<file path="src/logic/core_params.svh">
`ifndef CORE_PARAMS_SVH
`define CORE_PARAMS_SVH

`define XLEN        32
`define REG_ADDR_W  5
`define CSR_ADDR_W  12

// machine csr map
`define CSR_MSTATUS    12'h300
`define CSR_MTVEC      12'h305
`define CSR_MEPC       12'h341
`define CSR_MCAUSE     12'h342
`define CSR_MVENDORID  12'hf11
`define CSR_MARCHID    12'hf12

`define MSTATUS_MIE_BIT   3
`define MSTATUS_MPIE_BIT  7

`define CAUSE_ECALL_M  32'd11
`define CAUSE_ILLEGAL  32'd2

`define MVENDORID_VAL  32'h5256_3332 // "RV32" in ascii
`define MARCHID_VAL    32'h0000_0017

`endif
</file>
<file path="src/logic/rv_pkg.sv">
`default_nettype none

`include "core_params.svh"

package rv_pkg;

    typedef struct packed {
        logic [6:0]             funct7;
        logic [`REG_ADDR_W-1:0] rs2;
        logic [`REG_ADDR_W-1:0] rs1;
        logic [2:0]             funct3;
        logic [`REG_ADDR_W-1:0] rd;
        logic [6:0]             opcode;
    } r_fmt_t;

    typedef struct packed {
        logic [`CSR_ADDR_W-1:0] imm12; // csr address on SYSTEM
        logic [`REG_ADDR_W-1:0] rs1;
        logic [2:0]             funct3;
        logic [`REG_ADDR_W-1:0] rd;
        logic [6:0]             opcode;
    } i_fmt_t;

    // one word, two views
    typedef union packed {
        r_fmt_t r;
        i_fmt_t i;
    } inst_t;

    typedef enum logic [3:0] {
        ALU_ADD,
        ALU_SUB,
        ALU_AND,
        ALU_OR,
        ALU_XOR,
        ALU_SLT,
        ALU_SLL,
        ALU_SRL
    } alu_op_t;

    typedef enum logic [1:0] {
        WB_ALU, // rd gets alu result
        WB_CSR  // rd gets old csr value
    } wb_sel_t;

    typedef enum logic [2:0] {
        SYS_NONE,
        SYS_CSRRW,
        SYS_CSRRS,
        SYS_ECALL,
        SYS_MRET,
        SYS_ILLEGAL
    } sys_op_t;

endpackage

`default_nettype wire

</file>
<file path="src/logic/exec_core.sv">
`default_nettype none

`include "core_params.svh"

module exec_core
    import rv_pkg::*;
(
    input  logic                   clk,
    input  logic                   rst,
    input  logic                   inst_req,
    input  inst_t                  inst_word,
    input  logic [`XLEN-1:0]       inst_pc,
    output logic                   inst_ack,
    output logic                   commit_valid,
    output logic [`XLEN-1:0]       commit_pc,
    output logic [`XLEN-1:0]       commit_next_pc,
    output logic [`REG_ADDR_W-1:0] commit_rd,
    output logic [`XLEN-1:0]       commit_wdata,
    output logic                   commit_wen
);

    logic [`REG_ADDR_W-1:0] rs1, rs2, rd;
    logic [`CSR_ADDR_W-1:0] csr_addr;
    logic [`XLEN-1:0]       rs1_val, rs2_val, imm, alu_b, alu_y, rd_data;
    logic [`XLEN-1:0]       csr_rdata, csr_wdata;
    logic [`XLEN-1:0]       mtvec, mepc, mstatus;
    alu_op_t                alu_op;
    wb_sel_t                wb_sel;
    sys_op_t                sys_op;
    logic                   use_imm, rf_we_int, csr_we_int;
    logic                   wen, csr_wen, mstatus_wen;
    logic [`CSR_ADDR_W-1:0] csr_waddr1, csr_waddr2;
    logic [`XLEN-1:0]       csr_wdata1, csr_wdata2, mstatus_wdata;

    assign alu_b   = use_imm ? imm : rs2_val;
    assign rd_data = (wb_sel == WB_CSR) ? csr_rdata : alu_y; // old csr value for csr ops

    inst_decoder i_inst_decoder (
        .inst(inst_word), .rs1_val(rs1_val), .csr_rdata(csr_rdata),
        .rs1(rs1), .rs2(rs2), .rd(rd), .csr_addr(csr_addr),
        .alu_op(alu_op), .use_imm(use_imm), .imm(imm), .wb_sel(wb_sel),
        .rf_we_int(rf_we_int), .csr_we_int(csr_we_int),
        .csr_wdata(csr_wdata), .sys_op(sys_op)
    );

    alu i_alu (
        .op(alu_op), .a(rs1_val), .b(alu_b), .y(alu_y)
    );

    reg_file i_reg_file (
        .clk(clk), .rst(rst),
        .wen(wen), .waddr(rd), .wdata(rd_data),
        .raddr1(rs1), .raddr2(rs2), .rdata1(rs1_val), .rdata2(rs2_val),
        .csr_wen(csr_wen),
        .csr_waddr1(csr_waddr1), .csr_wdata1(csr_wdata1),
        .csr_waddr2(csr_waddr2), .csr_wdata2(csr_wdata2),
        .mstatus_wen(mstatus_wen), .mstatus_wdata(mstatus_wdata),
        .csr_raddr(csr_addr), .csr_rdata(csr_rdata),
        .mtvec(mtvec), .mepc(mepc), .mstatus(mstatus)
    );

    exec_ctrl i_exec_ctrl (
        .clk(clk), .rst(rst), .inst_req(inst_req), .inst_pc(inst_pc),
        .sys_op(sys_op), .rf_we_int(rf_we_int), .csr_we_int(csr_we_int),
        .rd(rd), .csr_addr(csr_addr), .csr_wdata(csr_wdata), .rd_data(rd_data),
        .mtvec(mtvec), .mepc(mepc), .mstatus(mstatus),
        .inst_ack(inst_ack), .wen(wen), .csr_wen(csr_wen),
        .csr_waddr1(csr_waddr1), .csr_wdata1(csr_wdata1),
        .csr_waddr2(csr_waddr2), .csr_wdata2(csr_wdata2),
        .mstatus_wen(mstatus_wen), .mstatus_wdata(mstatus_wdata),
        .commit_valid(commit_valid), .commit_pc(commit_pc),
        .commit_next_pc(commit_next_pc), .commit_rd(commit_rd),
        .commit_wdata(commit_wdata), .commit_wen(commit_wen)
    );

endmodule

`default_nettype wire

</file>
<file path="src/logic/exec_ctrl.sv">
`default_nettype none

`include "core_params.svh"

module exec_ctrl
    import rv_pkg::*;
(
    input  logic                   clk,
    input  logic                   rst,
    input  logic                   inst_req,
    input  logic [`XLEN-1:0]       inst_pc,
    input  sys_op_t                sys_op,
    input  logic                   rf_we_int,
    input  logic                   csr_we_int,
    input  logic [`REG_ADDR_W-1:0] rd,
    input  logic [`CSR_ADDR_W-1:0] csr_addr,
    input  logic [`XLEN-1:0]       csr_wdata,
    input  logic [`XLEN-1:0]       rd_data,
    input  logic [`XLEN-1:0]       mtvec,
    input  logic [`XLEN-1:0]       mepc,
    input  logic [`XLEN-1:0]       mstatus,
    output logic                   inst_ack,
    output logic                   wen,
    output logic                   csr_wen,
    output logic [`CSR_ADDR_W-1:0] csr_waddr1,
    output logic [`XLEN-1:0]       csr_wdata1,
    output logic [`CSR_ADDR_W-1:0] csr_waddr2,
    output logic [`XLEN-1:0]       csr_wdata2,
    output logic                   mstatus_wen,
    output logic [`XLEN-1:0]       mstatus_wdata,
    output logic                   commit_valid,
    output logic [`XLEN-1:0]       commit_pc,
    output logic [`XLEN-1:0]       commit_next_pc,
    output logic [`REG_ADDR_W-1:0] commit_rd,
    output logic [`XLEN-1:0]       commit_wdata,
    output logic                   commit_wen
);

    localparam logic ST_IDLE = 1'b0;
    localparam logic ST_ACK  = 1'b1;

    logic             state;
    logic             fire;
    logic             trap;
    logic             is_mret;
    logic [`XLEN-1:0] trap_cause;
    logic [`XLEN-1:0] next_pc;
    logic [`XLEN-1:0] mstatus_trap;
    logic [`XLEN-1:0] mstatus_ret;

    always_ff @(posedge clk) begin
        if (rst) begin
            state <= ST_IDLE;
        end else begin
            case (state)
                ST_IDLE: if (inst_req) state <= ST_ACK;
                ST_ACK:  if (!inst_req) state <= ST_IDLE; // wait for req release
                default: state <= ST_IDLE;
            endcase
        end
    end

    assign inst_ack = (state == ST_ACK);
    assign fire     = (state == ST_IDLE) && inst_req;

    assign trap       = (sys_op == SYS_ECALL) || (sys_op == SYS_ILLEGAL);
    assign is_mret    = (sys_op == SYS_MRET);
    assign trap_cause = (sys_op == SYS_ECALL) ? `CAUSE_ECALL_M : `CAUSE_ILLEGAL;

    always_comb begin
        mstatus_trap = mstatus;
        mstatus_trap[`MSTATUS_MPIE_BIT] = mstatus[`MSTATUS_MIE_BIT];
        mstatus_trap[`MSTATUS_MIE_BIT]  = 1'b0;
        mstatus_ret = mstatus;
        mstatus_ret[`MSTATUS_MIE_BIT]  = mstatus[`MSTATUS_MPIE_BIT];
        mstatus_ret[`MSTATUS_MPIE_BIT] = 1'b1;
    end

    assign wen     = fire && rf_we_int;
    assign csr_wen = fire && (csr_we_int || trap);

    // trap: port 1 takes mepc, port 2 mcause; otherwise port 2 mirrors port 1
    assign csr_waddr1 = trap ? `CSR_MEPC : csr_addr;
    assign csr_wdata1 = trap ? inst_pc : csr_wdata;
    assign csr_waddr2 = trap ? `CSR_MCAUSE : csr_waddr1;
    assign csr_wdata2 = trap ? trap_cause : csr_wdata1;

    assign mstatus_wen   = fire && (trap || is_mret ||
                                    (csr_we_int && csr_addr == `CSR_MSTATUS));
    assign mstatus_wdata = trap ? mstatus_trap : (is_mret ? mstatus_ret : csr_wdata);

    assign next_pc = trap ? mtvec : (is_mret ? mepc : inst_pc + `XLEN'd4);

    always_ff @(posedge clk) begin
        if (rst) begin
            commit_valid <= 1'b0;
            commit_wen   <= 1'b0;
        end else begin
            commit_valid <= fire;
            commit_wen   <= wen && (rd != '0); // x0 writes are not reported
        end
    end

    always_ff @(posedge clk) begin
        if (fire) begin
            commit_pc      <= inst_pc;
            commit_next_pc <= next_pc;
            commit_rd      <= rd;
            commit_wdata   <= rd_data;
        end
    end

endmodule

`default_nettype wire

</file>
<file path="src/logic/reg_file.sv">
`default_nettype none

`include "core_params.svh"

module reg_file
    import rv_pkg::*;
(
    input  logic                   clk,
    input  logic                   rst,
    input  logic                   wen,
    input  logic [`REG_ADDR_W-1:0] waddr,
    input  logic [`XLEN-1:0]       wdata,
    input  logic [`REG_ADDR_W-1:0] raddr1,
    input  logic [`REG_ADDR_W-1:0] raddr2,
    output logic [`XLEN-1:0]       rdata1,
    output logic [`XLEN-1:0]       rdata2,
    input  logic                   csr_wen,
    input  logic [`CSR_ADDR_W-1:0] csr_waddr1,
    input  logic [`XLEN-1:0]       csr_wdata1,
    input  logic [`CSR_ADDR_W-1:0] csr_waddr2,
    input  logic [`XLEN-1:0]       csr_wdata2,
    input  logic                   mstatus_wen,
    input  logic [`XLEN-1:0]       mstatus_wdata,
    input  logic [`CSR_ADDR_W-1:0] csr_raddr,
    output logic [`XLEN-1:0]       csr_rdata,
    output logic [`XLEN-1:0]       mtvec,
    output logic [`XLEN-1:0]       mepc,
    output logic [`XLEN-1:0]       mstatus
);

    logic [`XLEN-1:0] regs [2**`REG_ADDR_W];
    logic [`XLEN-1:0] mcause;
    logic [`XLEN-1:0] mvendorid;
    logic [`XLEN-1:0] marchid;

    logic hit1_mtvec, hit2_mtvec;
    logic hit1_mepc, hit2_mepc;
    logic hit1_mcause, hit2_mcause;

    always_ff @(posedge clk) begin
        if (wen && waddr != '0)
            regs[waddr] <= wdata;
    end

    assign rdata1 = (raddr1 == '0) ? '0 : regs[raddr1];
    assign rdata2 = (raddr2 == '0) ? '0 : regs[raddr2];

    assign hit1_mtvec  = (csr_waddr1 == `CSR_MTVEC);
    assign hit2_mtvec  = (csr_waddr2 == `CSR_MTVEC);
    assign hit1_mepc   = (csr_waddr1 == `CSR_MEPC);
    assign hit2_mepc   = (csr_waddr2 == `CSR_MEPC);
    assign hit1_mcause = (csr_waddr1 == `CSR_MCAUSE);
    assign hit2_mcause = (csr_waddr2 == `CSR_MCAUSE);

    // port 1 wins on a shared address
    always_ff @(posedge clk) begin
        if (csr_wen) begin
            if (hit1_mtvec)
                mtvec <= csr_wdata1;
            else if (hit2_mtvec)
                mtvec <= csr_wdata2;
            if (hit1_mepc)
                mepc <= csr_wdata1;
            else if (hit2_mepc)
                mepc <= csr_wdata2;
            if (hit1_mcause)
                mcause <= csr_wdata1;
            else if (hit2_mcause)
                mcause <= csr_wdata2;
        end
    end

    always_ff @(posedge clk) begin
        if (rst)
            mstatus <= '0;
        else if (mstatus_wen)
            mstatus <= mstatus_wdata;
    end

    // read-only ids
    always_ff @(posedge clk) begin
        if (rst) begin
            mvendorid <= `MVENDORID_VAL;
            marchid   <= `MARCHID_VAL;
        end
    end

    assign csr_rdata =
        ({`XLEN{csr_raddr == `CSR_MSTATUS}}   & mstatus)   |
        ({`XLEN{csr_raddr == `CSR_MTVEC}}     & mtvec)     |
        ({`XLEN{csr_raddr == `CSR_MEPC}}      & mepc)      |
        ({`XLEN{csr_raddr == `CSR_MCAUSE}}    & mcause)    |
        ({`XLEN{csr_raddr == `CSR_MVENDORID}} & mvendorid) |
        ({`XLEN{csr_raddr == `CSR_MARCHID}}   & marchid);

endmodule

`default_nettype wire

</file>
<file path="src/logic/inst_decoder.sv">
`default_nettype none

`include "core_params.svh"

module inst_decoder
    import rv_pkg::*;
(
    input  inst_t                  inst,
    input  logic [`XLEN-1:0]       rs1_val,
    input  logic [`XLEN-1:0]       csr_rdata,
    output logic [`REG_ADDR_W-1:0] rs1,
    output logic [`REG_ADDR_W-1:0] rs2,
    output logic [`REG_ADDR_W-1:0] rd,
    output logic [`CSR_ADDR_W-1:0] csr_addr,
    output alu_op_t                alu_op,
    output logic                   use_imm,
    output logic [`XLEN-1:0]       imm,
    output wb_sel_t                wb_sel,
    output logic                   rf_we_int,
    output logic                   csr_we_int,
    output logic [`XLEN-1:0]       csr_wdata,
    output sys_op_t                sys_op
);

    localparam logic [6:0] OPC_OP     = 7'b0110011;
    localparam logic [6:0] OPC_OP_IMM = 7'b0010011;
    localparam logic [6:0] OPC_SYSTEM = 7'b1110011;

    localparam logic [`CSR_ADDR_W-1:0] FUNCT12_ECALL = 12'h000;
    localparam logic [`CSR_ADDR_W-1:0] FUNCT12_MRET  = 12'h302;

    logic alu_ok; // valid R or I alu encoding
    logic is_csr;

    always_comb begin
        alu_op  = ALU_ADD;
        use_imm = 1'b0;
        wb_sel  = WB_ALU;
        sys_op  = SYS_ILLEGAL;
        alu_ok  = 1'b0;
        case (inst.r.opcode)
            OPC_OP: begin
                alu_ok = 1'b1;
                case ({inst.r.funct7, inst.r.funct3})
                    10'b0000000_000: alu_op = ALU_ADD;
                    10'b0100000_000: alu_op = ALU_SUB;
                    10'b0000000_001: alu_op = ALU_SLL;
                    10'b0000000_010: alu_op = ALU_SLT;
                    10'b0000000_100: alu_op = ALU_XOR;
                    10'b0000000_101: alu_op = ALU_SRL;
                    10'b0000000_110: alu_op = ALU_OR;
                    10'b0000000_111: alu_op = ALU_AND;
                    default:         alu_ok = 1'b0; // sra, sltu etc
                endcase
            end
            OPC_OP_IMM: begin
                alu_ok  = 1'b1;
                use_imm = 1'b1;
                case (inst.i.funct3)
                    3'b000:  alu_op = ALU_ADD;
                    3'b010:  alu_op = ALU_SLT;
                    3'b100:  alu_op = ALU_XOR;
                    3'b110:  alu_op = ALU_OR;
                    3'b111:  alu_op = ALU_AND;
                    default: alu_ok = 1'b0; // immediate shifts not supported
                endcase
            end
            OPC_SYSTEM: begin
                wb_sel = WB_CSR;
                case (inst.i.funct3)
                    3'b001: sys_op = SYS_CSRRW;
                    3'b010: sys_op = SYS_CSRRS;
                    3'b000: begin
                        if (inst.i.rs1 == '0 && inst.i.rd == '0) begin
                            if (inst.i.imm12 == FUNCT12_ECALL)
                                sys_op = SYS_ECALL;
                            else if (inst.i.imm12 == FUNCT12_MRET)
                                sys_op = SYS_MRET;
                        end
                    end
                    default: ;
                endcase
            end
            default: ;
        endcase
        if (alu_ok)
            sys_op = SYS_NONE;
    end

    assign is_csr = (sys_op == SYS_CSRRW) || (sys_op == SYS_CSRRS);

    assign rs1      = inst.r.rs1;
    assign rs2      = inst.r.rs2;
    assign rd       = inst.r.rd;
    assign csr_addr = inst.i.imm12;
    assign imm      = {{(`XLEN-`CSR_ADDR_W){inst.i.imm12[`CSR_ADDR_W-1]}}, inst.i.imm12};

    assign rf_we_int  = alu_ok || is_csr;
    // csrrs with x0 only reads
    assign csr_we_int = (sys_op == SYS_CSRRW) ||
                        ((sys_op == SYS_CSRRS) && (inst.i.rs1 != '0));
    assign csr_wdata  = (sys_op == SYS_CSRRS) ? (csr_rdata | rs1_val) : rs1_val;

endmodule

`default_nettype wire

</file>
<file path="src/logic/alu.sv">
`default_nettype none

`include "core_params.svh"

module alu
    import rv_pkg::alu_op_t;
(
    input  alu_op_t          op,
    input  logic [`XLEN-1:0] a,
    input  logic [`XLEN-1:0] b,
    output logic [`XLEN-1:0] y
);

    logic       lt;
    logic [4:0] shamt;

    assign lt    = $signed(a) < $signed(b);
    assign shamt = b[4:0];

    always_comb begin
        case (op)
            rv_pkg::ALU_ADD: y = a + b;
            rv_pkg::ALU_SUB: y = a - b;
            rv_pkg::ALU_AND: y = a & b;
            rv_pkg::ALU_OR:  y = a | b;
            rv_pkg::ALU_XOR: y = a ^ b;
            rv_pkg::ALU_SLT: y = {{(`XLEN-1){1'b0}}, lt};
            rv_pkg::ALU_SLL: y = a << shamt;
            rv_pkg::ALU_SRL: y = a >> shamt; // logical only
            default:         y = '0;
        endcase
    end

endmodule

`default_nettype wire

</file>
<file path="config.mk">
export PLATFORM = sky130hd
export DESIGN_NAME = exec_core
export DESIGN_NICKNAME = d
export VERILOG_FILES = /design/src/logic/rv_pkg.sv /design/src/logic/exec_core.sv /design/src/logic/exec_ctrl.sv /design/src/logic/reg_file.sv /design/src/logic/inst_decoder.sv /design/src/logic/alu.sv
export VERILOG_INCLUDE_DIRS = /design/src /design/src/logic
export SDC_FILE = /design/constraint.sdc
export NUM_CORES = 2
export LEC_CHECK = 0
export BUFFER_PORTS_ARGS = -buffer_cell sky130_fd_sc_hd__buf_2
export CAP_MARGIN = 20
export CORE_AREA = 2 2 441 443
export CTS_BUF_LIST = sky130_fd_sc_hd__clkbuf_4 sky130_fd_sc_hd__clkbuf_8
export CTS_CLUSTER_DIAMETER = 150
export DETAILED_ROUTE_END_ITERATION = 16
export DIE_AREA = 0 0 443 445
export GPL_ROUTABILITY_DRIVEN = 0
export GPL_TIMING_DRIVEN = 1
export SLEW_MARGIN = 20
export SYNTH_ARGS = -nofsm -noshare
export SYNTH_HDL_FRONTEND = slang
export SYNTH_SLANG_ARGS = --single-unit
</file>
<file path="constraint.sdc">
create_clock -name clk -period 9.4 [get_ports clk]
set_clock_uncertainty 0.1 [all_clocks]
set_input_delay 0.94 -clock clk [delete_from_list [all_inputs] [get_ports clk]]
set_output_delay 0.94 -clock clk [all_outputs]
set_load 0.005 [all_outputs]
</file>
* Yosys cells after proc, flatten, opt, wreduce, memory -nomap -nowiden
Memories as Yosys holds them, arrays and structs flattened.
Index checks and enable logic that the tools add are counted.
Widths: inputs -> output; s select.
** Storage, ports and cells
- Register bits after elaboration :: 232
- RAM bits :: 1024
- Input bits :: 67
- Output and inout port bits :: 104
- Logic and storage cells :: 147
- Memories :: 1
** Memory list
- i_reg_file.regs :: words 32, bits a word 32, rd ports 2, clocked after memory_dff 0, wr ports 1, RTL line reg_file.sv:31 : logic [`XLEN-1:0] regs [2**`REG_ADDR_W];
** Operators by class
- Add/subtract/negate cells :: 3
- $lt $le $gt $ge :: 1
- Eq/ne operators :: 41
- Shift-type cells :: 2
- Mux-type cells :: 38
- Bitwise gates (word level) :: 16
- Reduce and logical (&&, ||, !) cells :: 33
** Operator list (count)
- $mux 32 :: 15
- $pmux 32 s8 :: 1
- $and 32x32->32 :: 5
- $or 32x32->32 :: 5
- $eq 12x10->1 const B :: 11
- $eq 10x3->1 const B :: 4
- $add 32x3->32 const B :: 1
- $add 32x32->32 :: 1
- $lt 32x32->1 :: 1
- $or 32x31->32 :: 1
- $or 32x5->32 :: 1
- $shl 32x5->32 :: 1
- $shr 32x5->32 :: 1
- $sub 32x32->32 :: 1
- $xor 32x32->32 :: 1
- $eq 12x12->1 const B :: 2
- $mux 12 :: 2
- $pmux 3 s7 :: 1
- $eq 4x3->1 const B :: 4
- $mux 8 :: 2
- $eq 3x3->1 const B :: 5
- $logic_not 5->1 :: 3
- $logic_not 12->1 :: 1
- $mux 3 :: 4
- 29 further kinds :: 60

* Longest topological paths before layout
- Depth in word-level cells :: 14
- Depth in mapped cells :: 24
- Mapped depth without buffers :: 19

* Hierarchy
A second synthesis with hierarchy kept.
** Unflattened totals
- Cell total of the unflattened synthesis :: 4836
- Area, all modules :: 69022.4 µm²
** By module, submodules not included
- reg_file :: times used 1, cells each 2915, area each 53886.7 µm², sequential area each 34272.9 µm²
- alu :: times used 1, cells each 1168, area each 7603.5 µm², sequential area each 0.0 µm²
- exec_ctrl :: times used 1, cells each 523, area each 5469.0 µm², sequential area each 3093.0 µm²
- inst_decoder :: times used 1, cells each 157, area each 1117.3 µm², sequential area each 0.0 µm²
- exec_core :: times used 1, cells each 73, area each 945.9 µm², sequential area each 0.0 µm²

* Worst setup path before layout
Ideal clock, no wire load.
- Kind :: input to register
- Start point :: input inst_word[20] (netlist bit)
- End point :: register i_exec_ctrl.commit_wdata[29], data pin
- Setup time :: 0.404 ns
- Arrival time :: 7.115 ns
- Required time :: 8.896 ns
- Slack :: 1.781 ns
- Stages :: 21
- Path through :: buf_6 > buf_2 > buf_2 > clkbuf_1 > buf_1 > mux4_2 > mux4_2 > nand2_1 > a21oi_1 > a21o_1 > ha_1 > clkbuf_1 > a211o_1 > or2_2 > o211a_1 > nor3_1 > o21ai_0 > a311o_1 > a211oi_1 > mux2i_1 > a31oi_1
** On the way
- Longest elaborated chain between the ends :: 8
** Ends and longest elaborated chain
- from (decl) :: RTL line exec_core.sv:11 : input inst_t inst_word,
- parallel branches: the longest is 7 deep, another holds $mem_v2 32x32
- $mux 32 (*) :: RTL line exec_core.sv:36 : assign rd_data = (wb_sel == WB_CSR) ? csr_rdata : alu_y;
- via i_exec_ctrl.rd_data[29] :: RTL line exec_ctrl.sv:18 : input logic [`XLEN-1:0] rd_data,
- to (signal assigned) :: RTL line exec_ctrl.sv:109 : commit_wdata <= rd_data;
- to (decl) :: RTL line exec_ctrl.sv:35 : output logic [`XLEN-1:0] commit_wdata,
Mark *: on every way through the listed nets, which the timed path passes.
A chain may end at the register's enable or synchronous reset.

* Worst setup path after layout
- Start point :: input inst_word[18] (netlist bit)
- End point :: register i_exec_ctrl.commit_wdata[29], data pin
** On the way
- Longest elaborated chain between the ends :: 5
** Ends and longest elaborated chain
- $mem_v2 32x32 / $logic_not 5->1 (equally long branches)
- $mux 32 (*) :: RTL line reg_file.sv:45 : assign rdata1 = (raddr1 == '0) ? '0 : regs[raddr1];
- $sub 32x32->32 (tied with other cells) :: RTL line alu.sv:23 : rv_pkg::ALU_SUB: y = a - b;
- $pmux 32 s8 (*) :: RTL line alu.sv:21 : case (op)
- $mux 32 (*) :: RTL line exec_core.sv:36
- via i_exec_ctrl.rd_data[29] :: RTL line exec_ctrl.sv:18
The timed path passes the listed nets; every way through them passes the cells marked *.

==> impl_metrics.env <==
export IMPL_dr_first_iter_drc_count=7608
export IMPL_final_cell_area_um2=75500
export IMPL_grtUsageMet2=0.382
export IMPL_dp_cells=7246
export IMPL_routed_wl_um=246000
export IMPL_criticalPathCategory="primary input to register"
export IMPL_wl_per_cell_um=32.2
export IMPL_cts_hold_fix_buffers=0
export IMPL_overflow=0
export IMPL_synthArstFlopShare=0
export IMPL_clk_pin_slew_worst_paths_ns=0.06
export IMPL_syn_area_per_cell_um2=14.3
export IMPL_first_pass_iters=10
export IMPL_start_kind="primary input"
export IMPL_vias=48800
export IMPL_cts_buffer_depth=3
export IMPL_mappedNetlistArea_um2=66800
export IMPL_r2r_worst_path_cells=16
export IMPL_layout_drive_gt1_share=0.271
export IMPL_post_cts_resized=0
export IMPL_slew_viol_final=0
export IMPL_grt_pass1_vias=46600
export IMPL_cts_sinks=1256
export IMPL_setup_viol=0
export IMPL_slew_headroom=0.195
export IMPL_fin_cells=7639
export IMPL_drcViolationCount=0
export IMPL_die_width_um=443
export IMPL_mostFrequentLayoutCell="edfxtp_1"
export IMPL_finalSetupTns_ns=0
export IMPL_vias_per_cell=6.39
export IMPL_worstHoldPathType="primary input to register"
export IMPL_synth_edf_count=1221
export IMPL_yosysSeqAreaShare=0.559
export IMPL_ys_ff_latch=1256
export IMPL_cap_violations=0
export IMPL_fillers=17700
export IMPL_rsz0062_at_grt="no"
export IMPL_ant_nets=0
export IMPL_post_cts_buffers=0
export IMPL_power_density_nw_per_um2=199
export IMPL_cp_required_ns=10.02
export IMPL_worstMarginPinSlew_ns=1.21
export IMPL_cts_root_buf="clkbuf_8"
export IMPL_hpwl_um=158000
export IMPL_fin_crit_ns=7.59
export IMPL_grt_max_degree=100
export IMPL_yosysUniqueCellTypes=110
export IMPL_dpl_cell_area_um2=71300
export IMPL_start_util=0.348
export IMPL_numCtsBuffers=204
export IMPL_h_tree_depth=4
export IMPL_cp_end_kind="register"
export IMPL_cts_tree="yes"
export IMPL_globalRouteMet3Util=0.0671
export IMPL_p_leak_nw=24.9
export IMPL_status="finished clean"
export IMPL_pin_count=171
export IMPL_grt_use_met1=0.309
export IMPL_final_cell_mix="edfxtp_1 (1221), mux4_2 (489), nor2_1 (318), nand2_1 (295), a21oi_1 (219)"
export IMPL_clock_latency_ns=0.98
export IMPL_register_area_um2=37400
export IMPL_multi_input_area_um2=28000
export IMPL_portBuffers=170
export IMPL_synthToLayoutAreaGrowth_pct=13.0
export IMPL_netlist_instances=4689
export IMPL_cp_max_fo=33
export IMPL_ys_flop_type="edfxtp_1"
export IMPL_dieArea_um2=197000
export IMPL_grt_usage=0.242
export IMPL_fp_coreArea_um2=192000
export IMPL_nets=5097
export IMPL_arrival_ns=8.21
export IMPL_num_rows=161
export IMPL_fmax_mhz=132
export IMPL_grt_pass1_wl_um=345000
export IMPL_period_share=0.807
export IMPL_peakVddDrop_mv=0.117
export IMPL_die_h_um=445
export IMPL_min_delay_path_depth=1
export IMPL_yosys_warnings=0
export IMPL_antenna_found_initial=8
export IMPL_hold_viol_final=0
export IMPL_power_mw=15.0
export IMPL_busiest_layer="met2"
[metrics by stage]
stage / hold slack, ns / utilization / setup WS (ns)
after global placement: 0.319 / 0.371 / 1.08
after floorplan: 0.328 / - / 1.78
after CTS: 0.0802 / 0.393 / 2.01
after detailed placement: 0.347 / 0.371 / 1.08
after global routing: 0.100 / 0.393 / 1.40
final: 0.140 / 0.393 / 1.81
[flip-flops by register name, indices dropped and copies added, names as in the netlist, 5 cells and up]
register and flops:
i_reg_file.mcause 32, i_reg_file.regs 1024, i_exec_ctrl.commit_pc 32, i_exec_ctrl.commit_next_pc 32
i_reg_file.mstatus 32, i_reg_file.mtvec 32, i_exec_ctrl.commit_wdata 32, i_reg_file.mepc 32
i_exec_ctrl.commit_rd 5
[logic make-up (layout without fill, tap and decap cells)]
| family | Yosys count | count (layout) | synth area share |
|---|---|---|---|
| flops | 1256 | 1256 | 0.559 |
| compound gates | 1069 | 1069 | 0.111 |
| simple gates | 1045 | 1045 | 0.0722 |
| mux | 704 | 704 | 0.199 |
| buf+inv | 457 | 834 | 0.0322 |
| fa+ha+maj | 104 | 104 | 0.0197 |
| xor+xnor | 53 | 53 | 0.00694 |
| other cells | 1 | 48 | 0.0000561 |
[layout make-up]
class | instances | area share
Antenna cell | 16 | 0.000530
Clock buffer | 278 | 0.0452
Clock inverter | 99 | 0.0104
Inverter | 107 | 0.00538
Multi-Input combinational cell | 3007 | 0.370
Sequential cell | 1256 | 0.495
Tap cell | 2526 | 0.0418
Timing Repair Buffer | 350 | 0.0319
[worst max-delay path, cell delays in order]
cell and delay, ns:
buf_2 0.32, or3_2 0.85, o221ai_1 0.28, a21oi_1 0.07, a21boi_1 0.90, ha_1 0.51
and3_1 0.22, a2111oi_0 0.84, o211ai_1 0.31, a311oi_1 0.93, nor2_1 0.28, o21ai_0 0.56
o221ai_1 0.26, xnor2_1 0.18, nand2_1 0.08, a31oi_2 0.26, buf_4 0.37
[Yosys cell counts, types with 35 or more instances]
cell	instances	area, um2
a221oi_1	57	499
nand3_1	84	420
mux4_2	489	11000
o21ai_0	162	811
mux2i_1	123	1230
buf_2	70	350
a22oi_1	131	983
nor2_1	360	1350
nand4_1	36	225
buf_1	36	135
clkbuf_1	191	717
dfxtp_1	35	701
a21oi_1	226	1130
mux2_2	89	1000
inv_1	99	372
ha_1	102	1280
a31oi_1	68	425
nor3_1	72	360
edfxtp_1	1221	36700
nand2_1	296	1110
a211oi_1	63	473
[worst paths after layout]
check                         from                           end  slack, ns
max                  inst_word[18]  i_exec_ctrl.commit_wdata[29]       1.81
min                   inst_word[8]      i_exec_ctrl.commit_rd[1]       0.14
max reg2reg  i_reg_file.regs[8][3]  i_exec_ctrl.commit_wdata[29]       2.36
min reg2reg   i_exec_ctrl.inst_ack      i_exec_ctrl.commit_valid       0.36
[metal layers]
metal,wire (um),vias to the layer above
met5,13,-
met4,12900,2
met3,30700,807
met2,113000,3638
met1,89100,24700
li1,-,19600
[power breakdown]
| part | leakage [nW] | switching [mW] | internal [mW] |
|---|---|---|---|
| Combinational | 11.3 | 2.23 | 0.931 |
| Sequential | 11.4 | 0.0560 | 6.87 |
| Clock | 2.21 | 2.35 | 2.56 |
(Power assumes the default switching activity.)
